`src/hw/memctl_pkg.sv`:
```
// memctl_pkg: bus widths, write data source codes, write length codes, RAM depth
package memctl_pkg;

    localparam int addr_w = 24;     // byte address
    localparam int data_w = 32;     // cpu datum
    localparam int bus_w  = 16;     // ram bus, two byte lanes

    // ram model depth in 16-bit words, upper address bits wrap
    localparam int ram_words = 4096;

    // write data source select
    localparam logic [1:0] dsel_alu = 2'd0;
    localparam logic [1:0] dsel_pc  = 2'd1;
    localparam logic [1:0] dsel_sr  = 2'd2;
    localparam logic [1:0] dsel_src = 2'd3;     // copy kept for exchange

    // write length, one-hot
    localparam logic [2:0] len_byte = 3'b001;
    localparam logic [2:0] len_word = 3'b010;
    localparam logic [2:0] len_long = 3'b100;

    // upper 16 address bits of an interrupt vector read
    localparam logic [15:0] irq_page = 16'hffff;

endpackage

```
`src/hw/wr_data_regs.sv`:
```
// wr_data_regs: source register copy and write data source select
module wr_data_regs (
    input  logic                          clk,
    input  logic                          rst,
    input  logic                          cen,
    input  logic [1:0]                    regs_we,
    input  logic [memctl_pkg::data_w-1:0] src_out,
    input  logic [1:0]                    data_sel,
    input  logic [memctl_pkg::data_w-1:0] alu_dout,
    input  logic [memctl_pkg::addr_w-1:0] pc,
    input  logic [15:0]                   sr,
    input  logic [memctl_pkg::data_w-1:0] imm,
    input  logic                          sel_imm,
    output logic [memctl_pkg::data_w-1:0] eff_data
);

    logic [15:0] src_cpy;   // low half of last register written

    always_ff @(posedge clk, posedge rst) begin
        if (rst) begin
            src_cpy <= '0;
        end else if (cen && regs_we != 2'd0) begin
            src_cpy <= src_out[15:0];
        end
    end

    always_comb begin
        case (data_sel)
            memctl_pkg::dsel_pc:  eff_data = {8'd0, pc};
            memctl_pkg::dsel_sr:  eff_data = {16'd0, sr};
            memctl_pkg::dsel_src: eff_data = {16'd0, src_cpy};
            default:              eff_data = alu_dout;
        endcase
        // immediate replaces the low half only
        if (sel_imm) begin
            eff_data[15:0] = imm[15:0];
        end
    end

endmodule

```
`config.mk`:
```
export PLATFORM = sky130hd
export DESIGN_NAME = wr_data_regs
export DESIGN_NICKNAME = d
export VERILOG_FILES = /design/src/hw/memctl_pkg.sv /design/src/hw/wr_data_regs.sv
export SDC_FILE = /design/constraint.sdc
export NUM_CORES = 1
export LEC_CHECK = 0
export BUFFER_PORTS_ARGS = -buffer_cell sky130_fd_sc_hd__buf_2
export CAP_MARGIN = 20
export CELL_PAD_IN_SITES_DETAIL_PLACEMENT = 1
export CELL_PAD_IN_SITES_GLOBAL_PLACEMENT = 1
export CORE_ASPECT_RATIO = 1.1
export CORE_MARGIN = 4
export CORE_UTILIZATION = 21
export DETAILED_ROUTE_END_ITERATION = 12
export PLACE_DENSITY = 0.77
export SLEW_MARGIN = 20
export SYNTH_ARGS = -nofsm -noshare
export SYNTH_HDL_FRONTEND = slang
export SYNTH_SLANG_ARGS = --single-unit
```
`constraint.sdc`:
```
create_clock -name clk -period 1 [get_ports clk]
set_input_delay 0.05 -clock clk [delete_from_list [all_inputs] [get_ports clk]]
set_output_delay 0.05 -clock clk [all_outputs]
set_load 0.1 [all_outputs]
```
# ---- Word-level counts from Yosys, hierarchy flattened
# Index checks and enable logic that the tools add are counted.
dict set report classes {
  muxes 2
  eq_ne 3
  n_reduce_logical 2
}
# operator n
set ops {}
lappend ops {{32-bit case mux with 3 select lines} 1}
lappend ops {{16-bit 2-to-1 mux} 1}
lappend ops {{2-bit == test (second input constant)} 2}
lappend ops {{2-bit by 1-bit == test with 1-bit output (second input constant)} 1}
lappend ops {{2-bit nonzero test} 1}
lappend ops {{1-bit logical AND} 1}
dict set report word_totals {
  reg_bits 16
}

# ---- Depth between registers and ports, before layout
dict set report logic_depth {
  ltp_word 3
  mapped_depth 6
}

# ---- Worst setup path after synthesis
# No wires, ideal clock.
dict set report synth_path {
  path_kind {input to output}
  from {input data_sel[0]}
  to {output eff_data[10] (netlist name)}
  arrival_time_ns 2.126
  required_ns 0.950
  setup_slack_ns -1.176
  stages 6
  cell_sequence {buf_4 > nand2b_1 > clkbuf_2 > buf_4 > o22ai_1 > a21oi_1}
}
dict set report synth_between {
  elab_chain_len 3
  elab_cells_between_ends 5
  cone_classes {3 x eq/ne; 2 x mux}
}
# item line
set synth_rtl {}
lappend synth_rtl {{start: declaration} wr_data_regs.sv:8} ;# input logic [1:0] data_sel,
lappend synth_rtl {{2-bit == test / 2-bit by 1-bit == test with 1-bit output (equally long branches)} wr_data_regs.sv:28} ;# case (data_sel)
lappend synth_rtl {{32-bit case mux with 3 select lines *} wr_data_regs.sv:28}
lappend synth_rtl {{16-bit 2-to-1 mux *} wr_data_regs.sv:35} ;# if (sel_imm) begin
lappend synth_rtl {{end: declaration} wr_data_regs.sv:14} ;# output logic [memctl_pkg::data_w-1:0] eff_data
# Every way passes the cells marked *; elsewhere a longest branch is shown, timed or not.

# ---- Worst setup path after layout
dict set report layout_path {
  from {register src_cpy[1]}
  to {output eff_data[1] (netlist name)}
}
dict set report layout_between {
  elab_chain_len 2
}
# item line
set layout_rtl {}
lappend layout_rtl {{start: declaration} wr_data_regs.sv:17} ;# logic [15:0] src_cpy;
lappend layout_rtl {{start signal: assignment} wr_data_regs.sv:23} ;# src_cpy <= src_out[15:0];
lappend layout_rtl {{32-bit case mux with 3 select lines} wr_data_regs.sv:28}
lappend layout_rtl {{16-bit 2-to-1 mux} wr_data_regs.sv:35}
# No other way between the ends.

==> run summary <==
status: finished, violations left
violated checks: negative setup slack
startpoint types: flop
Overflow after GRT: 0
Worst Path Arrival: 1.29 ns
Ports: 176
final clock period utilization by the worst path: 134%
cells on worst reg2reg path: 3
setup TNS: -5.03 ns
Static Leak: 0.00161 µW
CTS Sinks: 16
fin cells: 387
clk buf depth: 2
hold_sp: src_out[7]
average cell area after synthesis: 9.57 µm²
core box area: 6710 µm²
Initial Util: 22.0%
final slew viol count: 0
internal power: 2140 µW
synthesized cell area: 1470 µm²
Port Buffer Count: 143
Crit Reg-Reg Endpoint: src_cpy[14]
CTS root buffer: clkbuf_8
Max Cap Viol: 0
largest registers: src_cpy x16
synthesis-stage register bit count: 16
Fmax achieved: 747 MHz
IR drop worst, VDD: 0.000857 V
Final #Nets: 450
H-tree levels: 1
Seq pwr share: 20.8%
power per cell area: 1100 nW/µm²
CP Max Fanout: 2
Hold Path Class: in -> reg
Sw Ratio: 43.0%
DRT iter0 DRCs: 19
first-pass GRT wire length: 9920 µm
NetSw: 1610 µW
TritonCTS Buffers: 3
largest net degree at the start of global routing: 20
worst reg2reg setup slack: -0.03 ns
Slew @ Worst Pin: 0.250 ns
vias: 1,764
First-pass DRT Iterations: 4
Largest register FFs: 16
Hold Fails Final Rpt: 0
distinct cell type count after synthesis: 17
launch point of the worst reg-to-reg path: src_cpy[14]
Worst Path Buf+Inv: 1
DP Wirelength: 5810 µm
DP Area: 3080 µm²
Synth Warn #: 0
DRC Markers: 0
Slew headroom: 83.3%
crit end category: output port
Antenna Cells: 0
Seq/Total Area, Yosys: 27.2%
Chip Height: 95.9 µm
final wirelength: 6830 µm
vias in the first global route: 1,944
Net Count, Synth: 298
clk_lat worst skew: 0.25 ns
worst hold path stage count: 2
die footprint: 8420 µm²
Clk pwr share: 14.9%
GRT Overall Usage: 15.5%
final setup violating endpoints: 17
# fillers: 743
TritonCTS clock tree: done
DR vias/cell: 4.56
layout cells sized above 1: 83.6%
Max stage delay cell, worst path: dfrtp_1
total power: 3760 µW
fin crit period: 1.34 ns
Crit Path Class: reg -> out
delay-heaviest family, CP: flip-flops
Critical Path RT: 0.95 ns
clk slew on worst S/H paths: 0.06 ns
Layout area overhead: 132%
final instance area: 3410 µm²
Die Wd: 87.9 µm
Worst path max stage delay: 0.40 ns
# rows: 31
skew final: 0 ns
worst hold path endpoint: src_cpy[7]
Logic pwr share: 64.2%
initial antenna violation count: 0
Worst Slack Setup Final: -0.338 ns
GP Congestion: 0.735
RSZ-0062 raised after global routing: yes
Cell Chain, Critical Path: mux2_4 > o22ai_4 > a21oi_4 > buf_12
wire per inst: 17.6 µm
Placed Cells: 378
Syn Inst Count: 154
Final ANT Viol Nets: 0
Top reg by flops: src_cpy
## through the flow
step | worst slack, ns | utilization (%) | hold WS [ns]
after floorplan | -0.233 | - | -0.0363
after global placement | -0.218 | 45.9 | 0.0587
after detailed placement | -0.302 | 45.9 | 0.0721
after CTS | -0.345 | 50.1 | 0.0272
after global routing | -0.380 | 50.9 | 0.0221
final | -0.338 | 50.9 | 0.0292
## how the worst max path moves through the flow
| stage | from | slack, ns | end | cells past startpoint |
|---|---|---|---|---|
| floorplan | sel_imm | -0.23 | eff_data[10] | 6 |
| global placement | data_sel[1] | -0.22 | eff_data[6] | 6 |
| detailed placement | data_sel[1] | -0.30 | eff_data[0] | 6 |
| CTS | src_cpy[14] | -0.35 | eff_data[14] | 4 |
| global route | src_cpy[10] | -0.38 | eff_data[10] | 4 |
| finish | src_cpy[1] | -0.34 | eff_data[1] | 4 |
## cells in the mapped netlist
library cell / count / share of area [%]
a21oi_1: 16 / 5.4
and2_1: 8 / 3.4
buf_2: 1 / 0.34
buf_4: 6 / 3.1
buf_6: 4 / 3.1
clkbuf_1: 1 / 0.25
clkbuf_2: 1 / 0.34
dfrtp_1: 16 / 27
inv_1: 17 / 4.3
mux2_1: 6 / 4.6
mux2_2: 42 / 32
mux2i_1: 8 / 5.4
nand2b_1: 1 / 0.42
nor2_1: 9 / 2.3
o21ai_2: 1 / 0.59
o22ai_1: 16 / 6.8
or2_1: 1 / 0.42
## worst register-to-register path, cell delays in order, from the launching register on
cell	delay [ns]
dfrtp_1	0.40
buf_4	0.14
buf_4	0.12
mux2_2	0.26
## metal layers
layer,track usage [%],vias up,routed length (µm)
met5,0,-,0
met1,15.2,828,2210
met2,31.7,83,3950
met3,3.17,9,560
li1,-,844,-
met4,4.35,0,105
## kinds of logic (layout without fill, tap and decap cells)
| family | count (synthesis) | count (layout) | share of synthesized area (%) |
|---|---|---|---|
| compound gates | 33 | 33 | 12.8 |
| buf+inv | 30 | 181 | 11.4 |
| flops | 16 | 16 | 27.2 |
| mux | 56 | 56 | 42.1 |
| simple gates | 19 | 19 | 6.54 |
## cell usage in the layout (no fill, tap or decap), drive strengths merged
cell / instances
dlygate4sd3: 1
inv: 17
and2: 8
a21oi: 16
o21ai: 1
o22ai: 16
or2: 1
dfrtp: 16
mux2: 48
nand2b: 1
nor2: 9
buf: 159
mux2i: 8
clkbuf: 4
## timing repair
action / 4_1_cts / 5_1_grt
gates cloned: 1 / 0
hold buffers: 1 / 0
gates resized for setup: 35 / 7
buffers inserted: 1 / 2
hold endpoints to repair: 16 / 0
pin swaps: 16 / 1
setup endpoints to repair: 18 / 24
## power groups by stage
stage | registers (µW) | logic (µW) | clock network [µW]
floorplan | 769 | 1420 | 0
global placement | 787 | 2160 | 0
detailed placement | 791 | 2200 | 0
CTS | 783 | 2390 | 581
global route | 795 | 2520 | 612
finish | 783 | 2410 | 561
## layout make-up
class / instances / area, µm² / share of cell area, %
Clock buffer: 4 / 55.1 / 1.61
Inverter: 17 / 63.8 / 1.87
Multi-Input combinational cell: 108 / 1400 / 41.0
Sequential cell: 16 / 400 / 11.7
Tap cell: 82 / 103 / 3.00
Timing Repair Buffer: 160 / 1390 / 40.8
Note: power is estimated with default switching activity, not from simulation.
