## src/hw/memctl_pkg.sv

```systemverilog
// memctl_pkg: bus widths, write data source codes, write length codes, RAM depth
package memctl_pkg;

    localparam int addr_w = 24;     // byte address
    localparam int data_w = 32;     // cpu datum
    localparam int bus_w  = 16;     // ram bus, two byte lanes

    // ram model depth in 16-bit words, upper address bits wrap
    localparam int ram_words = 4096;

    // write data source select
    localparam logic [1:0] dsel_alu = 2'd0;
    localparam logic [1:0] dsel_pc  = 2'd1;
    localparam logic [1:0] dsel_sr  = 2'd2;
    localparam logic [1:0] dsel_src = 2'd3;     // copy kept for exchange

    // write length, one-hot
    localparam logic [2:0] len_byte = 3'b001;
    localparam logic [2:0] len_word = 3'b010;
    localparam logic [2:0] len_long = 3'b100;

    // upper 16 address bits of an interrupt vector read
    localparam logic [15:0] irq_page = 16'hffff;

endpackage

```

## src/hw/rd_window.sv

```systemverilog
// rd_window: read address select, four-byte read window with shift reuse, opcode save/restore
module rd_window (
    input  logic                          clk,
    input  logic                          rst,
    input  logic                          cen,
    input  logic                          ldram_en,
    input  logic [memctl_pkg::addr_w-1:0] pc,
    input  logic [memctl_pkg::addr_w-1:0] xsp,
    input  logic [memctl_pkg::addr_w-1:0] xde,
    input  logic [memctl_pkg::addr_w-1:0] xhl,
    input  logic [memctl_pkg::addr_w-1:0] idx_addr,
    input  logic [memctl_pkg::data_w-1:0] imm,
    input  logic                          sel_xsp,
    input  logic                          sel_xde,
    input  logic                          sel_xhl,
    input  logic                          rda_imm,
    input  logic                          rda_irq,
    input  logic [memctl_pkg::bus_w-1:0]  ram_dout,
    input  logic                          wr_busy,
    output logic [memctl_pkg::addr_w-1:0] rd_bus_addr,
    output logic [memctl_pkg::data_w-1:0] dout,
    output logic                          ram_rdy
);

    logic [memctl_pkg::addr_w-1:0] rd_addr;
    logic [memctl_pkg::addr_w-1:0] win_addr;
    logic [memctl_pkg::addr_w-1:0] op_addr;
    logic [memctl_pkg::addr_w-1:0] ram_ptr;    // word on the bus this cycle
    logic [memctl_pkg::addr_w-1:0] byte_addr [4];
    logic [3:0][7:0] win;
    logic [3:0][7:0] op_win;
    logic [3:0][7:0] lane;
    logic [3:0] vld;
    logic [3:0] pend;
    logic [3:0] op_vld;
    logic [3:0] hit;
    logic [3:0] keep;
    logic [1:0] shift;
    logic [1:0] first_pend;
    logic       ldram_l;
    logic       save;
    logic       restore;
    logic       miss;

    always_comb begin
        if (!ldram_en)    rd_addr = pc;
        else if (sel_xsp) rd_addr = xsp;
        else if (sel_xde) rd_addr = xde;
        else if (sel_xhl) rd_addr = xhl;
        else if (rda_imm) rd_addr = {8'd0, imm[31:16]};
        else if (rda_irq) rd_addr = {memctl_pkg::irq_page, imm[7:0]};
        else              rd_addr = idx_addr;
    end

    // how many held bytes can move down instead of being fetched again
    always_comb begin
        shift = 2'd0;
        if (rd_addr == win_addr + 24'd1 && vld[3:1] == 3'b111) begin
            shift = 2'd1;
        end else if (rd_addr == win_addr + 24'd2 && vld[3:2] == 2'b11) begin
            shift = 2'd2;
        end else if (rd_addr == win_addr + 24'd3 && vld[3]) begin
            shift = 2'd3;
        end
    end

    assign keep       = (shift == 2'd0) ? 4'h0 : 4'hf >> shift;
    assign first_pend = 2'd0 - shift;   // slot of the first byte to fetch
    assign save       = ldram_en && !ldram_l;
    assign restore    = !ldram_en && ldram_l;
    assign miss       = pend == 4'd0 && (rd_addr != win_addr || vld != 4'hf);

    // each pending slot takes its lane when the bus word covers it
    always_comb begin
        for (int i = 0; i < 4; i++) begin
            byte_addr[i] = win_addr + 24'(i);
            hit[i]  = pend[i] && byte_addr[i][23:1] == ram_ptr[23:1];
            lane[i] = byte_addr[i][0] ? ram_dout[15:8] : ram_dout[7:0];
        end
    end

    always_comb begin
        rd_bus_addr = ram_ptr;
        if (!wr_busy && !restore) begin
            if (pend != 4'd0)
                rd_bus_addr = ram_ptr + 24'd2;
            else if (miss)
                rd_bus_addr = rd_addr + {22'd0, first_pend};
        end
    end

    always_ff @(posedge clk, posedge rst) begin
        if (rst) begin
            win_addr <= '0;
            ram_ptr  <= '0;
            vld      <= 4'd0;
            pend     <= 4'd0;
            op_vld   <= 4'd0;
            ldram_l  <= 1'b0;
        end else if (cen) begin
            ldram_l <= ldram_en;
            ram_ptr <= rd_bus_addr;
            if (wr_busy) begin
                // memory is changing under both windows
                vld    <= 4'd0;
                pend   <= 4'd0;
                op_vld <= 4'd0;
            end else begin
                if (save) op_vld <= vld;
                if (restore) begin
                    win_addr <= op_addr;
                    vld      <= op_vld;
                    pend     <= 4'd0;
                end else if (pend != 4'd0) begin
                    vld  <= vld | hit;
                    pend <= pend & ~hit;
                end else if (miss) begin
                    win_addr <= rd_addr;
                    vld      <= keep;
                    pend     <= ~keep;
                end
            end
        end
    end

    always_ff @(posedge clk) begin
        if (cen && !wr_busy) begin
            if (save) begin
                op_addr <= win_addr;   // opcode window parked during operand load
                op_win  <= win;
            end
            if (restore) begin
                win <= op_win;
            end else if (pend != 4'd0) begin
                for (int i = 0; i < 4; i++) begin
                    if (hit[i]) win[i] <= lane[i];
                end
            end else if (miss) begin
                win <= win >> {shift, 3'b000};
            end
        end
    end

    assign ram_rdy = &vld && win_addr == rd_addr && !wr_busy;
    assign dout    = win;   // byte 0 is the lowest address

endmodule

```

## config.mk

```make
export PLATFORM = sky130hd
export DESIGN_NAME = rd_window
export DESIGN_NICKNAME = d
export VERILOG_FILES = /design/src/hw/memctl_pkg.sv /design/src/hw/rd_window.sv
export SDC_FILE = /design/constraint.sdc
export NUM_CORES = 1
export LEC_CHECK = 0
export BUFFER_PORTS_ARGS = -buffer_cell sky130_fd_sc_hd__buf_4
export CORE_MARGIN = 8
export CORE_UTILIZATION = 25
export DETAILED_ROUTE_END_ITERATION = 8
export GPL_TIMING_DRIVEN = 0
export PLACE_DENSITY_LB_ADDON = 0.2
export SYNTH_ARGS = -nofsm -noshare
export SYNTH_HDL_FRONTEND = slang
export SYNTH_SLANG_ARGS = --single-unit
```

## constraint.sdc

```tcl
create_clock -name clk -period 16.3 [get_ports clk]
set_input_delay 0.815 -clock clk [delete_from_list [all_inputs] [get_ports clk]]
set_output_delay 0.815 -clock clk [all_outputs]
set_load 0.05 [all_outputs]
```

After elaboration in Yosys (flattened, before gate mapping)
Index checks and enable logic that the tools add are counted.

Register bits: 149. Latch bits: 0. RAM bits: 0. Memory bits (read-only): 0. Bits of input ports: 178. Output and inout bits: 57. Word-level logic and storage cells: 117. Memories: 0.

Add/sub/neg operators: 6. Multiply operators: 0. Div/mod/pow operators: 0. Order comparisons: 0. Eq/ne operators: 17. Shift-type cells: 2. Mux-type cells: 37. Bitwise gates (word level): 5. Reduce and logical (&&, ||, !) cells: 35.

Operators with widths (number): 24-bit two-way mux (12); 24-bit == test (4); 32-bit two-way mux (3); 23-bit == test (4); 24-bit by 2-bit adder with 24-bit output (second input constant) (3); 8-bit two-way mux (8); 4-bit two-way mux (11); 32-bit by 5-bit >> shifter with 32-bit output (1); 24-bit by 1-bit adder with 24-bit output (second input constant) (1); 24-bit by 2-bit adder with 24-bit output (1); 24-bit != test (1); 1-bit logical AND (14); 3-bit != test (second input constant) (4); 3-bit AND reduction (4); 4-bit inverter (2); 4-bit AND reduction (2); 4-bit nonzero test (2); 2-bit two-way mux (3); 2-bit AND reduction (3); 4-bit AND (1); 1-bit zero test (4); 4-bit zero test (1); 4-bit != test (second input constant) (1); 4-bit OR (1); other kinds (10) (11).

Depth between registers and ports, before layout
Gate-level depths: netlist of the first run.

Word-level depth: 18. Depth in mapped cells: 25. Depth with buffers taken out: 19.

Least setup slack after synthesis of the first run
No wires, ideal clock.

Kind: flip-flop to output port. Start point: register win_addr[0] in the netlist's numbering. End point: output port rd_bus_addr[16] in the netlist's numbering. Arrival: 6.665 ns. Data required time: 15.485 ns. Slack: 8.820 ns. Cell stages (with the launch flop): 25. Path buffers: 6. Cells stage by stage: dfrtp_1 > buf_2 > buf_1 > clkbuf_1 > inv_1 > ha_1 > nand3b_1 > clkbuf_1 > nor4_1 > xor2_1 > xnor2_1 > a2111oi_0 > nand4_1 > nor4_1 > a32oi_1 > clkbuf_1 > ha_1 > fa_1 > nand4_1 > or3_1 > clkbuf_1 > nor4_1 > xor2_1 > a21oi_1 > o21ai_0.

Word-level cells in the longest chain between the ends: 11. Elaborated cells between the ends (all ways): 20. Those cells by class: add/sub: 5; eq/ne: 4; mux: 6; reduce/logical: 5.

Ends and longest elaborated chain: start: declaration (RTL line rd_window.sv:26) `logic [memctl_pkg::addr_w-1:0] win_addr;`; start signal: assignment (RTL line rd_window.sv:111) `win_addr <= op_addr;`; start signal: assignment (RTL line rd_window.sv:118) `win_addr <= rd_addr;`; 24-bit by 2-bit adder with 24-bit output (RTL line rd_window.sv:62) `end else if (rd_addr == win_addr + 24'd3 && vld[3]) begin`; 24-bit == test (RTL line rd_window.sv:62); 1-bit logical AND (RTL line rd_window.sv:62); 2-bit two-way mux (RTL line rd_window.sv:62); 2-bit two-way mux (RTL line rd_window.sv:60) `end else if (rd_addr == win_addr + 24'd2 && vld[3:2] == 2'b11) begin`; 2-bit two-way mux (RTL line rd_window.sv:58) `if (rd_addr == win_addr + 24'd1 && vld[3:1] == 3'b111) begin`; 1-bit by 2-bit subtractor with 2-bit output (RTL line rd_window.sv:68) `assign first_pend = 2'd0 - shift;`; 24-bit by 2-bit adder with 24-bit output (RTL line rd_window.sv:88) `rd_bus_addr = rd_addr + {22'd0, first_pend};`; 24-bit two-way mux (*) (RTL line rd_window.sv:87) `else if (miss)`; 24-bit two-way mux (*) (RTL line rd_window.sv:85) `if (pend != 4'd0)`; 24-bit two-way mux (*) (RTL line rd_window.sv:84) `if (!wr_busy && !restore) begin`; end: declaration (RTL line rd_window.sv:20) `output logic [memctl_pkg::addr_w-1:0] rd_bus_addr,`.

Every way passes the cells marked *; elsewhere a longest branch is shown, timed or not.

Worst setup path after layout of the first run
Start point: register win_addr[0] in the netlist's numbering. End point: output port rd_bus_addr[15] in the netlist's numbering.

The elaborated chain is that of the path after synthesis.

==> run summary, run 1 <==
Yosys warnings: 0
Setup Crit Path Kind: register to primary output
Max transition margin: 10.75%
Avg Cell Area, Syn: 8.089 um2
Avg Vias per Cell: 5.672
Largest area contributor in the netlist: edfxtp_1
Setup Buffers After CTS: 0
Post_cts resized: 0
Row count: 85
PD cells: 172.8 nW/um2
CP Capture Type: primary output
Final Max Slew Viols: 0
Status: finished, final reports clean
N_diodes: 0
Slew @ Worst Pin: 1.318 ns
Slowest CP cell: buf_1
Post-DP HPWL: 56.45 mm
LEAKAGE: 6.106 nW
Max clock buf depth: 2
Synthesized netlist net count: 1852
Crit path buf inv count: 7
Gate Count Post-Synth: 1664
Grt total ovfl: 0
CTS Sinks: 149
Total core area: 53500 um2
Gr usage total: 22.47%
Synth cell types: 91
TritonCTS clock tree: done
Initial antenna violation count: 1
Final setup violation count: 0
Die Y: 248.0 um
EDFF count, synth: 88
CTS H-tree lvls: 4
Share of cells above drive strength 1: 17.83%
First-pass GRT wire length: 102.0 mm
MaxCap Viol Count: 0
Root buf cell: clkbuf_16
Register area: 4169 um2
Wire per inst: 26.90 um
Fmax: 96.96 MHz
Fill cells: 5722
Area fraction of the dominant cell type after synthesis: 19.63%
Port Buf Inserts: 224
Synth async-reset ratio: 40.94%
RePlAce Congestion: 0.9735
RSZ-0062 raised after global routing: no
Top FF cell, synth: edfxtp_1
Remaining DRCs: 0
TritonRoute pass-1 iters: 5
Final Util: 31.18%
Worst Clk Skew: 0.02588 ns
Fin. Hold Viols: 0
Hold-fix buffers, CTS: 0
Worst hold path class: primary input to async pin
Worst-path fanout max: 10
WP data required: 15.49 ns
Die Footprint: 61520 um2
Width of the chip: 248.0 um
Setup TNS: 0 ns
Post-synthesis sequential area ratio: 30.97%
Crit path time final: 10.31 ns
Area Growth Syn to Fin: 23.90%
Number of global-route vias before repair: 14760
Tcrit/Tclk final: 63.28%
Total number of vias: 14860
Starting Density: 25.16%
Max incr delay on CP: 0.88 ns
Clock slew at reported path FFs: 0.08 ns
Final ANT Viol Nets: 0
Top Ports: 235
Worst EP arrival: 9.50 ns
DRT iter0 DRCs: 1636
CTS Buf Count: 17
Max VDD drop: 106.3 uV
Clk Latency, worst-skew pair: 0.47 ns
Drt total wl: 70.48 mm
Flops & latches, synth: 149
Area of the multi-input gates: 8594 um2
Mapped Area: 13460 um2
Largest net degree at the start of global routing: 62
Top cells by area, synth: edfxtp_1, dfrtp_1, xnor2_1, nor2_1, a21oi_1
Crit path max-delay family: buffers and inverters
Final nets: 2099
Setup crit start kind: register
[final timing paths]
check | slack (ns) | end | from | cells after the start
worst min register to register | 0.44 | op_addr[14] | win_addr[14] | 0
max in group asynchronous | 15.57 | win_addr[17] | rst | 3
worst max-delay path | 5.99 | rd_bus_addr[15] | win_addr[0] | 25
worst max register to register | 7.44 | ram_ptr[17] | win_addr[0] | 24
min in group clk | 0.44 | op_addr[14] | win_addr[14] | 0
worst min-delay path | 0.43 | win_addr[2] | rst | 3
[worst register-to-register path: cells and delay by family (launching register included)]
family | cells | cell delay (ns)
AO/OA/AOI/OAI | 5 | 1.14
XOR/XNOR | 3 | 0.56
adder cells (fa/ha/maj) | 3 | 1.09
buffers and inverters | 6 | 2.75
flip-flops | 1 | 0.38
AND/OR/NAND/NOR | 7 | 2.86
[cell usage after synthesis (20+ instances only)]
cell and n:
mux2i_1 46, nand3_1 49, edfxtp_1 88, a31oi_1 29, clkbuf_1 86, nand2b_1 24, a211oi_1 20, xnor2_1 113
nor4_1 26, dfrtp_1 61, xor2_1 37, o22ai_1 38, nor3_1 60, a21oi_1 115, nand2_1 139, inv_1 43
o21ai_0 108, nor2_1 157, nand4_1 48, nor2b_1 21, buf_2 26
[cell type report]
type,instances,share of cell area [%]
clock buffers,18,2.573
multi-input cells,1344,51.53
well taps,696,5.222
flip-flops and latches,149,25.00
inverters,44,1.005
repair buffers,228,10.55
plain buffers,127,3.279
clock inverters,14,0.8403
[placed cells by master (no fill, tap or decap), types with 38 or more instances in the layout]
cell type / n
a21oi_1: 115
xnor2_1: 113
edfxtp_1: 88
o21ai_0: 108
nand2_1: 139
dfrtp_1: 61
mux2i_1: 46
inv_1: 42
o22ai_1: 38
nand4_1: 48
nand3_1: 49
clkbuf_1: 87
buf_4: 226
nor3_1: 60
nor2_1: 156
[sequential cells by signal, summed over array words and instances, names as in the netlist]
register / cells
vld: 4
win_addr: 24
op_win: 32
ldram_l: 1
op_addr: 24
dout: 32
ram_ptr: 24
op_vld: 4
pend: 4
[routing by layer]
| layer | share of wire, % | track usage, % | vias to the layer above | wire length [um] |
|---|---|---|---|---|
| met1 | 43 | 29.37 | 7374 | 30280 |
| met3 | 6.1 | 3.463 | 107 | 4297 |
| met4 | 2.9 | 7.210 | 2 | 2057 |
| met2 | 48 | 37.68 | 655 | 33830 |
| met5 | 0.018 | 0 | - | 13 |
| li1 | - | - | 6722 | - |
[power breakdown]
group | total, mW | switching, mW | internal [mW]
sequential | 0.620 | 0.0998 | 0.520
combinational | 1.85 | 1.26 | 0.592
clock | 0.407 | 0.193 | 0.214
[cell families after synthesis]
logic type	count (synthesis)	share of synthesized area, %
simple gates	636	23.88
compound gates	486	23.95
buf+inv	171	5.289
xor+xnor	154	10.44
flops	149	30.97
mux	58	4.480
fa+ha+maj	10	0.9853
[per-stage QoR]
| step | instance area [um2] | total power, mW | setup slack, ns | hold WS [ns] | cells |
|---|---|---|---|---|---|
| detailed placement | 16110 | 2.449 | 6.504 | 0.4309 | 2588 |
| floorplan | 13460 | 1.805 | 8.820 | 0.4196 | 1664 |
| global route | 16680 | 3.035 | 5.196 | 0.4504 | 2620 |
| CTS | 16680 | 2.862 | 5.947 | 0.4285 | 2620 |
| global placement | 16010 | 2.438 | 6.574 | 0.4260 | 2584 |
| finish | 16680 | 2.882 | 5.986 | 0.4295 | 2620 |
Power figures use the tool's default switching activity.
==> run 2, diff against run 1 <==
- clock period: 16.3 -> 8.69 ns (I/O delays scaled with it)
==> run 2 against run 1 <==
Against the previous run:
- non-clock buffer count decreased by 1
- largest power group unchanged
- worst hold slack got worse by 0.38 ns
- register-to-register slack got worse by 6.0 ns
- sequential power increased by 87%
- highest routed layer unchanged
- largest cell class unchanged
==> run summary, run 2 (synthesis gave the netlist of run 1 again) <==
Die Footprint: 61520 um2 (unchanged)
Worst Clk Skew: 0.02800 ns (+0.002122 ns)
Post-DP HPWL: 56.45 mm (unchanged)
Switch Pwr: 2.913 mW (+87%)
Share of cells above drive strength 1: 18.10% (+0.27 points)
Fin. Hold Viols: 0 (unchanged)
Avg Vias per Cell: 5.672 (about the same)
Status: finished, final reports clean
Gr usage total: 22.41% (-0.064 points)
Slew @ Worst Pin: 1.335 ns (+0.01718 ns)
PD cells: 323.4 nW/um2 (+87%)
TritonCTS clock tree: done
Slowest CP cell: nor3_1
Leading cell type in the layout, fill and taps excluded: buf_4
Setup crit start kind: register
R2R Path Start: win_addr[2]
Total core area: 53500 um2 (unchanged)
Place WS: -0.7253 ns (-7.229 ns)
Final instance area: 16700 um2 (+0.17%)
Most frequent cells in the layout: buf_4, nor2_1, nand2_1
Crit path buf inv count: 4 (-3)
Row count: 85 (unchanged)
Worst EP arrival: 7.94 ns (-1.56 ns)
Final nets: 2098 (-0.048%)
Largest net degree at the start of global routing: 62 (unchanged)
Fmax: 119.3 MHz
Top Ports: 235 (unchanged)
Power share of the clock group: 14.1% (about the same)
Final Util: 31.23% (+0.051 points)
Reg-to-Reg End: ram_ptr[18]
Grt total ovfl: 0 (unchanged)
Max transition margin: 9.583% (-1.2 points)
Area of the multi-input gates: 8621 um2 (+0.31%)
Max clock buf depth: 2 (unchanged)
Sequential share of power: 21.5% (about the same)
Wire per inst: 26.79 um (-0.40%)
Setup TNS: 0 ns (unchanged)
CTS Sinks: 149 (unchanged)
N_diodes: 0 (unchanged)
Worst hold path class: primary input to async pin
Crit path max-delay family: simple AND/OR/NAND/NOR gates
Die Y: 248.0 um (unchanged)
Remaining DRCs: 0 (unchanged)
Setup Crit Path Kind: register to primary output
Worst-path fanout max: 10 (unchanged)
CTS Buf Count: 17 (unchanged)
Area after DPL: 16110 um2 (unchanged)
Max VDD drop: 199.2 uV (+87%)
Final ANT Viol Nets: 0 (unchanged)
Width of the chip: 248.0 um (unchanged)
Number of global-route vias before repair: 14740 (-0.13%)
RePlAce Congestion: 0.9735 (unchanged)
Starting Density: 25.16% (unchanged)
Register area: 4169 um2 (unchanged)
WP data required: 8.26 ns (-7.23 ns)
Max incr delay on CP: 0.69 ns (-0.19 ns)
Final setup violation count: 0 (unchanged)
Final Hold Slack: 0.04821 ns (-0.3813 ns)
Crit path time final: 8.379 ns
Internal: 2.488 mW (+88%)
Total number of vias: 14860 (-0.034%)
Switching share of power: 53.94% (about the same)
Power Total: 5.402 mW (+87%)
Initial antenna violation count: 1 (unchanged)
Drt total wl: 70.17 mm (-0.44%)
Tcrit/Tclk final: 96.43%
RSZ-0062 raised after global routing: no
Post-layout worst setup margin: 0.3106 ns (-5.675 ns)
Crit path cell chain: ha_1, buf_2, nand4_1, or2_0, or4_1, and3_1, nor3_1, nand4b_1, or4_1, a2bb2oi_1, buf_2, ha_1, fa_1, nand4_1, or3_1, clkbuf_1, nor4_1, xor2_1, a21oi_1, o21ai_0, buf_4
CP Capture Type: primary output
MaxCap Viol Count: 0 (unchanged)
Clk Latency, worst-skew pair: 0.48 ns (about the same)
Post-Layout Cell Count: 2619 (-0.038%)
DRT iter0 DRCs: 1529 (-6.5%)
Cell count after placement: 2588 (unchanged)
Root buf cell: clkbuf_16
Final Max Slew Viols: 0 (unchanged)
Register-to-register setup slack: 1.47 ns (-5.97 ns)
Logic pwr share: 64.4% (about the same)
Hold-fix buffers, CTS: 0 (unchanged)
LEAKAGE: 6.125 nW (+0.31%)
Reg2reg path depth: 20 (-17%)
Clock slew at reported path FFs: 0.09 ns (about the same)
Port Buf Inserts: 224 (unchanged)
First-pass GRT wire length: 101.7 mm (-0.26%)
CTS H-tree lvls: 4 (unchanged)
Area Growth Syn to Fin: 24.10%
Fill cells: 5723 (+0.017%)
TritonRoute pass-1 iters: 6 (+1)
==> run 2: changes by cell type in the layout (fill, tap and decap cells not counted), sizes merged <==
cell,previous run,this run
clkbuf,104,103
==> run 2: layout make-up <==
| type | instances | area share [%] |
|---|---|---|
| Inverter | 44 | 1.004 |
| Tap cell | 696 | 5.213 |
| Sequential cell | 149 | 24.96 |
| Clock inverter | 14 | 0.8389 |
| Multi-Input combinational cell | 1344 | 51.61 |
| Clock buffer | 18 | 2.569 |
| Buffer | 126 | 3.281 |
| Timing Repair Buffer | 228 | 10.53 |
==> run 2: tightest hold or removal path, stage by stage <==
cell and delay (ns):
buf_4 0.12, inv_4 0.06, buf_16 0.29
==> run 2: power by group through the flow <==
stage | logic, mW | clock network (mW) | registers (mW)
global route | 3.71 | 0.797 | 1.18
floorplan | 2.19 | 0 | 1.20
finish | 3.48 | 0.763 | 1.16
detailed placement | 3.42 | 0 | 1.17
CTS | 3.43 | 0.773 | 1.16
global placement | 3.41 | 0 | 1.17
==> run 2: worst max-delay path by stage <==
stage                start         endpoint  cells past startpoint
4_1_cts        win_addr[1]  rd_bus_addr[13]                     23
3_3_place_gp   win_addr[0]  rd_bus_addr[16]                     25
3_5_place_dp   win_addr[0]  rd_bus_addr[13]                     25
5_1_grt        win_addr[2]  rd_bus_addr[16]                     21
6_report       win_addr[2]  rd_bus_addr[16]                     21
2_1_floorplan  win_addr[0]  rd_bus_addr[16]                     24
==> run 2: repair_timing <==
action                     CTS  global route
setup endpoints to repair   30            10
setup buffers                0             0
resized for setup            6             5
==> run 2: metal layers <==
layer | vias to the layer above | routed length, um | global-route usage [%]
li1 | 6710 | - | -
met1 | 7418 | 30280 | 29.38
met2 | 634 | 34000 | 37.54
met3 | 91 | 3992 | 3.388
met4 | 2 | 1874 | 7.123
met5 | - | 13 | 0
