`config.mk`:
```
export PLATFORM = sky130hd
export DESIGN_NAME = wr_seq
export DESIGN_NICKNAME = d
export VERILOG_FILES = /design/src/hw/memctl_pkg.sv /design/src/hw/wr_seq.sv
export SDC_FILE = /design/constraint.sdc
export NUM_CORES = 1
export LEC_CHECK = 0
export BUFFER_PORTS_ARGS = -buffer_cell sky130_fd_sc_hd__buf_2
export CORE_MARGIN = 5
export CORE_UTILIZATION = 48
export CTS_CLUSTER_SIZE = 12
export DETAILED_ROUTE_END_ITERATION = 8
export PLACE_DENSITY_LB_ADDON = 0.25
export SYNTH_ARGS = -nofsm -noshare
export SYNTH_HDL_FRONTEND = slang
export SYNTH_SLANG_ARGS = --single-unit
```
`constraint.sdc`:
```
create_clock -name clk -period 5.1 [get_ports clk]
set_clock_uncertainty 0.2 [all_clocks]
set_input_delay 0.51 -clock clk [delete_from_list [all_inputs] [get_ports clk]]
set_output_delay 0.51 -clock clk [all_outputs]
set_load 0.01 [all_outputs]
```
`src/hw/memctl_pkg.sv`:
```
// memctl_pkg: bus widths, write data source codes, write length codes, RAM depth
package memctl_pkg;

    localparam int addr_w = 24;     // byte address
    localparam int data_w = 32;     // cpu datum
    localparam int bus_w  = 16;     // ram bus, two byte lanes

    // ram model depth in 16-bit words, upper address bits wrap
    localparam int ram_words = 4096;

    // write data source select
    localparam logic [1:0] dsel_alu = 2'd0;
    localparam logic [1:0] dsel_pc  = 2'd1;
    localparam logic [1:0] dsel_sr  = 2'd2;
    localparam logic [1:0] dsel_src = 2'd3;     // copy kept for exchange

    // write length, one-hot
    localparam logic [2:0] len_byte = 3'b001;
    localparam logic [2:0] len_word = 3'b010;
    localparam logic [2:0] len_long = 3'b100;

    // upper 16 address bits of an interrupt vector read
    localparam logic [15:0] irq_page = 16'hffff;

endpackage

```
`src/hw/wr_seq.sv`:
```
// wr_seq: write address select and byte/word/long write split into 16-bit bus cycles
module wr_seq (
    input  logic                          clk,
    input  logic                          rst,
    input  logic                          cen,
    input  logic                          idx_wr,
    input  logic [2:0]                    len,
    input  logic [memctl_pkg::data_w-1:0] eff_data,
    input  logic [memctl_pkg::addr_w-1:0] rd_bus_addr,
    input  logic                          sel_op8,
    input  logic                          sel_op16,
    input  logic                          sel_xsp,
    input  logic                          wra_imm,
    input  logic [15:0]                   op16,
    input  logic [memctl_pkg::addr_w-1:0] xsp,
    input  logic [memctl_pkg::data_w-1:0] imm,
    input  logic [memctl_pkg::addr_w-1:0] idx_addr,
    output logic [memctl_pkg::addr_w-1:0] ram_addr,
    output logic [memctl_pkg::bus_w-1:0]  ram_din,
    output logic [1:0]                    ram_we,
    output logic                          wr_busy
);

    logic [memctl_pkg::addr_w-1:0] wr_addr;
    logic [1:0] step;       // 0 idle or first cycle, 1 second, 2 third
    logic       odd;

    always_comb begin
        if (sel_op8)       wr_addr = {16'd0, op16[7:0]};
        else if (sel_op16) wr_addr = {8'd0, op16};
        else if (sel_xsp)  wr_addr = xsp;
        else if (wra_imm)  wr_addr = {8'd0, imm[31:16]};
        else               wr_addr = idx_addr;
    end

    assign odd = wr_addr[0];   // sources are held for the whole write

    always_ff @(posedge clk, posedge rst) begin
        if (rst) begin
            ram_addr <= '0;
            ram_we   <= 2'b00;
            wr_busy  <= 1'b0;
            step     <= 2'd0;
        end else if (cen) begin
            ram_we  <= 2'b00;
            wr_busy <= 1'b0;
            if (idx_wr && step == 2'd0) begin
                ram_addr <= wr_addr;
                wr_busy  <= 1'b1;
                if (len == memctl_pkg::len_byte) begin
                    ram_we <= {odd, ~odd};
                end else if (odd) begin
                    ram_we <= 2'b10;            // first byte in the high lane
                    step   <= 2'd1;
                end else begin
                    ram_we <= 2'b11;
                    step   <= (len == memctl_pkg::len_long) ? 2'd1 : 2'd0;
                end
            end else if (step != 2'd0) begin
                ram_addr <= ram_addr + 24'd2;
                wr_busy  <= 1'b1;
                if (step == 2'd2) begin
                    ram_we <= 2'b01;            // last byte of an odd long
                    step   <= 2'd0;
                end else if (!odd) begin
                    ram_we <= 2'b11;            // upper half of an even long
                    step   <= 2'd0;
                end else if (len == memctl_pkg::len_word) begin
                    ram_we <= 2'b01;
                    step   <= 2'd0;
                end else begin
                    ram_we <= 2'b11;            // middle two bytes of an odd long
                    step   <= 2'd2;
                end
            end else begin
                ram_addr <= rd_bus_addr;   // read side owns the bus when idle
            end
        end
    end

    // lane data for each bus step
    always_ff @(posedge clk) begin
        if (cen) begin
            if (idx_wr && step == 2'd0) begin
                if (len == memctl_pkg::len_byte || odd) begin
                    ram_din <= {2{eff_data[7:0]}};
                end else begin
                    ram_din <= eff_data[15:0];
                end
            end else if (step == 2'd2) begin
                ram_din <= {2{eff_data[31:24]}};
            end else if (step == 2'd1) begin
                if (!odd)                                ram_din <= eff_data[31:16];
                else if (len == memctl_pkg::len_word)    ram_din <= {2{eff_data[15:8]}};
                else                                     ram_din <= eff_data[23:8];
            end
        end
    end

endmodule

```
## After elaboration in Yosys (flattened, before gate mapping)

Index checks and enable logic that the tools add are counted.

| storage, ports and cells | value |
|---|---|
| bits in registers | 45 |
| output and inout bits | 43 |

| operators by class | value |
|---|---|
| multiplexer cells | 29 |
| eq/ne operators | 6 |
| add/sub/neg operators | 1 |
| reduce and logical (&&, ||, !) cells | 8 |
| bitwise gates (word level) | 1 |

Operators by type and width:

| cell | number |
|---|---|
| $mux W24 | 6 |
| $mux W16 | 6 |
| $add A24 B2 Y24 const B | 1 |
| $mux W2 | 12 |
| $mux W1 | 5 |
| $reduce_bool A2 Y1 | 2 |
| $eq A3 B1 Y1 const B | 1 |
| $eq A3 B2 Y1 const B | 1 |
| $eq A3 B3 Y1 const B | 1 |
| $reduce_and A3 Y1 | 1 |
| $reduce_bool A3 Y1 | 1 |
| $eq A2 B1 Y1 const B | 1 |
| $eq A2 B2 Y1 const B | 1 |
| $logic_not A2 Y1 | 1 |
| $ne A2 B2 Y1 const B | 1 |
| $reduce_and A2 Y1 | 1 |
| $logic_and A1 B1 Y1 | 1 |
| $logic_or A1 B1 Y1 | 1 |
| $not A1 Y1 | 1 |

## Depth between registers and ports, before layout

Gate-level depths: netlist of run 1.

| depth | value |
|---|---|
| word-level depth | 8 |
| gate-level depth with buffers | 8 |

## Worst setup path before layout of run 1

Ideal clock, no wire load.

| timing | value |
|---|---|
| path kind | input -> register |
| start point | input port idx_wr |
| end point | register ram_din[0] (netlist bit), enable pin |
| data required time | 4.486 ns |
| setup time | 0.414 ns |
| path buffers | 2 |
| arrival | 2.336 ns |
| cell stages on the path | 4 |
| path slack | 2.149 ns |
| cells stage by stage | clkbuf_1 -> nor3_2 -> clkbuf_1 -> a211oi_1 |

| on the way | value |
|---|---|
| word-level cells in the longest chain between the ends | 3 |

RTL lines:

| what | RTL line | text |
|---|---|---|
| from (decl) | wr_seq.sv:6 | `input logic idx_wr,` |
| $logic_and A1 B1 Y1 | wr_seq.sv:84 | `if (idx_wr && step == 2'd0) begin` |
| $reduce_bool A3 Y1 (no line) | -- |  |
| $reduce_and A2 Y1 (no line) | -- |  |
| to (signal assigned) | wr_seq.sv:86 | `ram_din <= {2{eff_data[7:0]}};` |
| to (signal assigned) | wr_seq.sv:88 | `ram_din <= eff_data[15:0];` |
| to (signal assigned) | wr_seq.sv:91 | `ram_din <= {2{eff_data[31:24]}};` |
| to (decl) | wr_seq.sv:19 | `output logic [memctl_pkg::bus_w-1:0] ram_din,` |

Every way passes these cells.
A chain may end at the register's enable or synchronous reset.

## Final worst setup path of run 1

| timing | value |
|---|---|
| start point | input port sel_xsp |
| end point | register ram_din[15] (netlist bit) (data pin) |

| on the way | value |
|---|---|
| word-level cells in the longest chain between the ends | 7 |
| elaborated cells on any way between the ends | 9 |

RTL lines:

| what | RTL line | text |
|---|---|---|
| from (decl) | wr_seq.sv:12 | `input logic sel_xsp,` |
| $mux W24 (*) | wr_seq.sv:31 | `else if (sel_xsp) wr_addr = xsp;` |
| $mux W24 (*) | wr_seq.sv:30 | `else if (sel_op16) wr_addr = {8'd0, op16};` |
| $mux W24 (*) | wr_seq.sv:29 | `if (sel_op8) wr_addr = {16'd0, op16[7:0]};` |
| $mux W16 | wr_seq.sv:93 | `if (!odd) ram_din <= eff_data[31:16];` |
| $mux W16 | wr_seq.sv:92 | `end else if (step == 2'd1) begin` |
| $mux W16 | wr_seq.sv:90 | `end else if (step == 2'd2) begin` |
| $mux W16 (*) | wr_seq.sv:84 |  |
| to (signal assigned) | wr_seq.sv:91 |  |
| to (signal assigned) | wr_seq.sv:93 |  |
| to (signal assigned) | wr_seq.sv:94 | `else if (len == memctl_pkg::len_word) ram_din <= {2{eff_data[15:8]}};` |

Mark *: on every way between the ends. The rest lies on a longest branch, timed or not. The select of a mux whose other input is x is not followed.

==> impl_metrics.tcl, run 1 <==
set metrics [dict create \
    numClockSinks 45 \
    crit_type "input pin to register" \
    die_area_mm2 0.00913 \
    grt_max_degree 48 \
    synth_top_cell_by_area "dfrtp_1" \
    worstReg2RegStart "step[0]" \
    antenna_cells 0 \
    die_w_um 95.5 \
    coreArea_mm2 0.00718 \
    arrival_ns 2.45 \
    first_pass_iters 5 \
    cts_resized 0 \
    antenna_left 0 \
    synth_async_sr_flop_share_pct 64.4 \
    power.net_switching_mw 0.415 \
    syn_area_mm2 0.00351 \
    synth_flop_cell "dfrtp_1" \
    period_share_pct 51.6 \
    drive_gt1_share_pct 34.9 \
    ys_ff_latch 45 \
    grt_util_all_layers_pct 26.1 \
    hold_buffers 0 \
    drt-total-wl_um 12100 \
    numCtsBuffers 5 \
    period_needed_ns 2.63 \
    p_seq_share_pct 43.8 \
    startpoint "sel_xsp" \
    path_clk_slew_ns 0.08 \
    leakage_nw 2.13 \
    synth_fp_nets 591 \
    grt_overflow 0 \
    max_cap_violations 0 \
    drt_iter0_markers 220 \
    cts_root_buf "clkbuf_8" \
    slew_headroom_pct 34.6 \
    place_congestion 0.945 \
    slew_viol_final 0 \
    wl_per_cell_um 17.4 \
    dpl_cell_area_mm2 0.00450 \
    power.share.switching_pct 36.6 \
    startpoint_type "input pin" \
    dp_hpwl_um 9430 \
    initial_core_util_pct 48.9 \
    vias 4158 \
    clk_latency_ns 0.29 \
    clockPowerShare_pct 18.9 \
    grt_pass1_wl_um 18800 \
    cp_num_buf_inv 2 \
    critPathMaxFanout 38 \
    max_stage_delay_ns 0.49 \
    hold_path_class "input pin to async pin" \
    vias_per_cell 5.96 \
    boundaryPins 206 \
    power.density_mw_per_mm2 248 \
    power_frac_comb_pct 37.3 \
    ir_drop_mv 0.209 \
    fp.dieH_um 95.5 \
    worst_pin_slew_ns 0.977 \
    placement_rows 31 \
    nets 762 \
    crit_path_top_delay_cell "buf_2" \
    synth-edff-count 16 \
    yosysTopAreaCellShare_pct 20.7 \
    clock_path_buffers 2 \
    hold_viol_final 0 \
    finalInstanceArea_mm2 0.00458 \
    cts_max_level 2 \
    yosys-top-cells-area "dfrtp_1 (21%), edfxtp_1 (14%), mux2i_1 (13%)" \
    route.detailed.drc 0 \
    grt_pass1_vias 3887 \
    status "finished, final reports clean" \
    syn2layout_area_growth_pct 30.5 \
    rsz0062_at_grt "false" \
    crit_path_end_kind "register" \
    avgSynthCellArea_um2 8.23 \
    portBuffers 189 \
    cp.required_ns 4.92 \
    hold_ws_ns 0.0851 \
    cts_setup_buffers 0 \
    p_int_mw 0.721 \
    fillerInstances 679 \
    fin_setup_tns_ns 0 \
    cts_tree "done" \
    crit_chain "buf_2 > or3_1 > o221ai_2 > buf_4 > nor2_2 > mux2i_1 > o21ai_0" \
    synth-seq-area-share_pct 34.3 \
    antenna_found_initial 0 \
    yosys_warnings 0 \
    cp_top_family "simple AND/OR/NAND/NOR gates" \
    syn_inst 427 \
    netlist-cell-type-count 51 \
    setup_violations 0 \
    clock.fmax_ghz 0.380 \
]
-- worst paths after layout --
path                                end  slack [ns]  depth (start not counted)
min in group clk              ram_we[1]        0.30                          3
max in group asynchronous       step[0]        4.33                          3
min                        ram_addr[12]        0.09                          3
max                         ram_din[15]        2.47                          7
max reg2reg                ram_addr[19]        2.55                          6
min reg2reg                 ram_addr[0]        0.33                          2
-- worst reg2reg max path, delay by kind of cell (launching register included) --
kind | cells | cell delay, ns
AND/OR/NAND/NOR | 2 | 0.90
flip-flops | 1 | 0.48
AO/OA/AOI/OAI | 3 | 0.64
buffers and inverters | 1 | 0.26
-- through the flow --
| step | cells | power, mW | worst slack (ns) | utilization [%] |
|---|---|---|---|---|
| floorplan | 427 | 0.741 | 2.15 | - |
| global placement | 690 | 0.910 | 2.20 | 62.8 |
| detailed placement | 690 | 0.925 | 2.17 | 62.8 |
| CTS | 698 | 1.13 | 2.48 | 63.9 |
| global route | 698 | 1.21 | 2.24 | 63.9 |
| finish | 698 | 1.14 | 2.47 | 63.9 |
-- final cells by class --
cell class / instances / area, um2 / area share [%]
clock buffer: 8 / 80.1 / 1.75
inverter: 12 / 45.0 / 0.983
multi-input combinational: 339 / 2140 / 46.6
sequential: 45 / 1210 / 26.3
tap: 99 / 124 / 2.70
timing repair buffer: 195 / 991 / 21.6
-- cells in the mapped netlist, types with 6 or more instances --
library cell,n
a22oi_1,7
clkbuf_1,18
buf_2,6
o21ai_0,51
nand2_1,44
edfxtp_1,16
dfrtp_1,29
inv_1,12
a21oi_1,38
mux2i_1,46
nand3_1,17
o22ai_1,9
o211ai_1,11
a31oi_1,9
nor2_1,17
nor3_1,10
nand4_1,7
-- layout by cell type, fill, tap and decap left out, drive strengths merged, types with 8 or more instances in the layout --
cell type and n:
dfrtp 29, a21oi 38, nand3 17, nand2 44, o22ai 9, mux2i 46
o211ai 11, nor2 18, inv 12, o21ai 51, nor3 11, buf 195
edfxtp 16, clkbuf 8, a31oi 9
-- power by group through the flow --
stage / registers, mW / logic (mW) / clock network, mW
after CTS: 0.495 / 0.423 / 0.215
after floorplan: 0.517 / 0.224 / 0
after detailed placement: 0.502 / 0.422 / 0
after global placement: 0.500 / 0.411 / 0
after global routing: 0.505 / 0.468 / 0.235
final: 0.498 / 0.424 / 0.214
-- cells by family after synthesis --
logic type	after synthesis	synth area share [%]
flops	45	34.3
simple gates	132	18.6
buf+inv	43	5.06
mux	46	13.1
xor+xnor	1	0.249
fa+ha+maj	1	0.356
compound gates	159	28.3
-- sequential cells by signal (all words and copies together), names as in the netlist --
name	cells
ram_we	2
ram_addr	24
step	2
ram_din	16
wr_busy	1
-- metal layers --
metal	wire length, um	GRT usage (%)
met5	0	0
met4	166	5.92
met2	6240	45.8
met1	4830	33.3
met3	911	4.50
Note: power is estimated with default switching activity, not from simulation.
==> inputs of run 2 (changes only) <==
CORE_UTILIZATION = 45   (was 48)
clock period = 2.6 ns   (was 5.1 ns; I/O delays follow)
==> run 2 against run 1 <==
Setup slack got worse by 2.1 ns. Global-route usage decreased by 1.4 points. Clock power is 110% higher. Via count down 0.96%. Critical path depth stayed put. Non-clock buffer count is 15 higher. Core utilization fell by 2.3 points. First-iteration DRC count up 2.3%. Cell count grew 2.6%. Clock-buffer cell count is the same. Wire length up 1.1%. Worst hold slack got worse by 0.040 ns. Highest routed layer unchanged.
==> impl_metrics.tcl, run 2 (synthesis gave the netlist of run 1 again) <==
set metrics [dict create \
    power.density_mw_per_mm2 485 \
    arrival_ns 2.24 \
    r2r_cells 7 \
    drt-total-wl_um 12300 \
    status "finished, final reports clean" \
    startpoint "ram_addr[1]" \
    grt_overflow 0 \
    fp.dieH_um 98.3 \
    p_seq_share_pct 42.5 \
    crit_chain "ha_1 > nand3_1 > buf_4 > or2_2 > o21ai_0 > a21oi_1 > nor3b_1" \
    fin_setup_tns_ns 0 \
    max_stage_delay_ns 0.44 \
    antenna_left 0 \
    period_share_pct 85.5 \
    clock.fmax_ghz 0.450 \
    fin_ws_ns 0.376 \
    worst_hold_path.endpoint "ram_we[1]" \
    power.total_mw 2.29 \
    layout_commonest_cell "buf_2" \
    cts_root_buf "clkbuf_8" \
    worstReg2RegStart "ram_addr[1]" \
    numCtsBuffers 5 \
    r2r_slack_ns 0.38 \
    vias_per_cell 5.75 \
    min_from "len[2]" \
    path_clk_slew_ns 0.08 \
    rr_endpoint "ram_addr[11]" \
    cp.required_ns 2.62 \
    hold_path_class "input pin to register" \
    crit_path_top_delay_cell "dfrtp_1" \
    min_path_cells 3 \
    fillerInstances 726 \
    portBuffers 189 \
    antenna_found_initial 0 \
    numClockSinks 45 \
    clock_path_buffers 2 \
    startpoint_type "register" \
    grt_util_all_layers_pct 24.7 \
    antenna_cells 0 \
    clk_latency_ns 0.30 \
    die_w_um 98.3 \
    crit_type "register to register" \
    coreArea_mm2 0.00765 \
    route.detailed.drc 0 \
    power.net_switching_mw 0.826 \
    leakage_nw 2.21 \
    cp_top_family "simple AND/OR/NAND/NOR gates" \
    syn2layout_area_growth_pct 34.2 \
    hold_viol_final 0 \
    rsz0062_at_grt "false" \
    setup_violations 0 \
    slew_viol_final 0 \
    drt_iter0_markers 225 \
    dpl_worst_slack_ns 0.416 \
    crit_path_end_kind "register" \
    final_util_pct 61.6 \
    grt_pass1_vias 4144 \
    dp_hpwl_um 9690 \
    period_needed_ns 2.22 \
    power_frac_comb_pct 37.5 \
    first_pass_iters 6 \
    vias 4118 \
    ir_drop_mv 0.256 \
    max_cap_violations 0 \
    final_cell_mix "buf_2 (189), o21ai_0 (51), mux2i_1 (46)" \
    power.share.switching_pct 36.1 \
    largest_register_ff_count 24 \
    die_area_mm2 0.00967 \
    nets 777 \
    grt_pass1_wl_um 19800 \
    cts_tree "done" \
    placement_rows 32 \
    initial_core_util_pct 45.9 \
    top_register "ram_addr" \
    grt_max_degree 37 \
    p_int_mw 1.46 \
    slew_headroom_pct 59.5 \
    cp_num_buf_inv 1 \
    hold_ws_ns 0.0455 \
    drive_gt1_share_pct 36.5 \
    top_regs "ram_addr x24, ram_din x16" \
    place_congestion 0.928 \
    cts_max_level 2 \
    worst_pin_slew_ns 0.602 \
    boundaryPins 206 \
    wl_per_cell_um 17.1 \
    clockPowerShare_pct 19.9 \
    critPathMaxFanout 6 \
]
[run 2: worst reg2reg max path, delay by kind of cell, from the launching register on]
kind	cells	cell delay, ns
buffers and inverters	1	0.23
AO/OA/AOI/OAI	2	0.31
flip-flops	1	0.44
adder cells (fa/ha/maj)	1	0.23
AND/OR/NAND/NOR	3	0.74
[run 2: area by class of cell]
class | count | area (um2) | area share (%)
sequential | 45 | 1210 | 25.6
tap | 102 | 128 | 2.71
clock buffer | 8 | 90.1 | 1.91
inverter | 12 | 45.0 | 0.956
timing repair buffer | 210 | 1110 | 23.5
multi-input combinational | 339 | 2140 | 45.4
[run 2: metal layers]
metal	wire length, um	track usage [%]	vias up
met5	0	0	-
met4	138	5.88	0
met3	923	4.93	16
met2	6230	42.1	162
met1	4990	32.3	1946
li1	-	-	1994
[run 2: how the worst max path moves through the flow]
stage / to / cells past startpoint
floorplan: ram_din[0] / 4
global placement: ram_din[13] / 6
detailed placement: ram_din[13] / 7
CTS: ram_addr[11] / 7
global route: ram_addr[19] / 6
finish: ram_addr[11] / 7
[run 2: power by group through the flow]
stage	registers (mW)	clock network, mW	logic, mW
finish	0.972	0.456	0.859
CTS	0.970	0.469	0.859
global placement	0.979	0	0.834
floorplan	1.01	0	0.441
global route	0.992	0.499	0.951
detailed placement	0.984	0	0.856
[run 2: timing repair]
action,4_1_cts,5_1_grt
hold endpoints to repair,29,0
gates resized for setup,0,0
buffers inserted,0,0
hold buffers,1,0
[run 2: stage by stage]
stage          cells  area, um2
5_1_grt          716       4710
2_1_floorplan    427       3520
3_3_place_gp     707       4610
6_report         716       4710
4_1_cts          716       4710
3_5_place_dp     707       4610
==> inputs of run 3 (changes only) <==
clock period = 2.28 ns   (was 2.6 ns; I/O delays follow)
==> run 3 against run 2 <==
Setup slack got worse by 0.17 ns. Core utilization up 0.83 points. Flip-flop and latch count is the same. Sequential share of layout area decreased by 0.34 points.
==> impl_metrics.tcl, run 3 (synthesis gave the netlist of run 1 again) <==
set metrics [dict create \
    grt_pass1_wl_um 19900 \
    route.detailed.drc 0 \
    setup_violations 0 \
    status "finished, final reports clean" \
    cts_tree "done" \
    dp_hpwl_um 9790 \
    nets 782 \
    numClockSinks 45 \
    cp_num_buf_inv 0 \
    antenna_found_initial 0 \
    crit_type "register to register" \
    ir_drop_mv 0.355 \
    place_congestion 0.904 \
    slew_headroom_pct 61.2 \
    grt_pass1_vias 4017 \
    placement_rows 32 \
    max_cap_violations 0 \
    die_area_mm2 0.00967 \
    cp_top_family "simple AND/OR/NAND/NOR gates" \
    instances_no_fill 721 \
    grt_max_degree 47 \
    clock_path_buffers 2 \
    arrival_ns 2.10 \
    max_stage_delay_ns 0.45 \
    antenna_left 0 \
    crit_path_top_delay_cell "nor3_1" \
    dp.cells 711 \
    grt_overflow 0 \
    fillerInstances 693 \
    numCtsBuffers 5 \
    first_pass_iters 5 \
    period_needed_ns 2.08 \
    cts_root_buf "clkbuf_8" \
    initial_core_util_pct 45.9 \
    power.total_mw 2.61 \
    grt_util_all_layers_pct 25.0 \
    vias_per_cell 5.77 \
    clock.fmax_ghz 0.481 \
    layout_commonest_cell "buf_2" \
    largest_register_ff_count 24 \
    crit_chain "ha_1 > nand3_1 > nor3_1 > nand2_1 > a21oi_1 > a2bb2oi_1" \
    fin_setup_tns_ns 0 \
    portBuffers 189 \
    die_w_um 98.3 \
    startpoint_type "register" \
    coreArea_mm2 0.00765 \
    slew_viol_final 0 \
    syn2layout_area_growth_pct 36.0 \
    drt-total-wl_um 12500 \
    hold_path_class "input pin to register" \
    cp.required_ns 2.30 \
    final_cell_mix "buf_2 (189), o21ai_0 (51), mux2i_1 (46)" \
    critPathMaxFanout 5 \
    crit_path_end_kind "register" \
    path_clk_slew_ns 0.08 \
    period_share_pct 91.1 \
    cts_max_level 2 \
    wl_per_cell_um 17.3 \
    top_register "ram_addr" \
    drt_iter0_markers 218 \
    fp.dieH_um 98.3 \
    antenna_cells 0 \
    worst_pin_slew_ns 0.581 \
    vias 4162 \
    leakage_nw 2.24 \
    top_regs "ram_addr x24, ram_din x16" \
    boundaryPins 206 \
    drive_gt1_share_pct 37.2 \
    rsz0062_at_grt "false" \
    clk_latency_ns 0.30 \
    power.density_mw_per_mm2 545 \
    hold_viol_final 0 \
]
-- run 3: changes by cell type in the layout (fill, tap and decap cells not counted) --
| cell | change |
|---|---|
| buf_12 | +2 |
| nor3_2 | +1 |
| clkbuf_8 | -1 |
| clkbuf_1 | +1 |
| buf_4 | +3 |
| nor3_1 | -1 |
| nor4_2 | +1 |
| nor4_1 | -1 |
-- run 3: worst paths after layout --
check                      depth (start not counted)   startpoint            to  slack, ns
setup / recovery                                   6  ram_addr[2]  ram_addr[21]       0.20
max in group asynchronous                          4          rst  ram_addr[21]       1.23
hold reg to reg                                    2  ram_addr[0]   ram_addr[0]       0.30
min in group asynchronous                          4          rst       step[1]       0.35
setup reg to reg                                   6  ram_addr[2]  ram_addr[21]       0.20
hold / removal                                     3       len[2]     ram_we[1]       0.01
-- run 3: tightest hold or removal path, stage by stage --
cell	delay (ns)
buf_2	0.13
inv_1	0.05
a31oi_1	0.08
-- run 3: repair_timing --
| item | in CTS | in global routing |
|---|---|---|
| hold buffers | 1 | 0 |
| gates resized for setup | 0 | 2 |
| buffers inserted | 0 | 1 |
| setup endpoints to repair | 0 | 3 |
| endpoints found under the hold margin | 29 | 0 |
-- run 3: metal layers --
metal,vias to the layer above,GRT usage (%),part of all wire [%]
met5,-,0,0
met4,0,5.36,0.87
met3,14,3.93,6.8
met2,173,43.1,50
met1,1964,33.0,42
li1,2011,-,-
-- run 3: area by class of cell --
class	instances	area (um2)	share of cell area, %
clock buffers	8	80.1	1.68
inverters	12	45.0	0.943
multi-input cells	339	2150	45.0
flip-flops and latches	45	1210	25.2
well taps	102	128	2.67
repair buffers	215	1170	24.5
-- run 3: power breakdown --
part           total (mW)  switching, mW  internal (mW)  leakage, nW
registers            1.10          0.125          0.978        0.501
logic                1.01          0.554          0.456         1.70
clock network       0.492          0.274          0.218       0.0395
-- run 3: through the flow --
| step | worst slack [ns] | area [um2] | hold slack, ns | util, % |
|---|---|---|---|---|
| 6_report | 0.203 | 4780 | 0.0137 | 62.5 |
| 5_1_grt | 0.0408 | 4780 | 0.0435 | 62.5 |
| 4_1_cts | 0.141 | 4760 | 0.0136 | 62.2 |
| 3_5_place_dp | 0.0846 | 4670 | 0.134 | 61.0 |
| 3_3_place_gp | 0.107 | 4670 | 0.134 | 61.0 |
| 2_1_floorplan | 0.155 | 3520 | 0.106 | - |
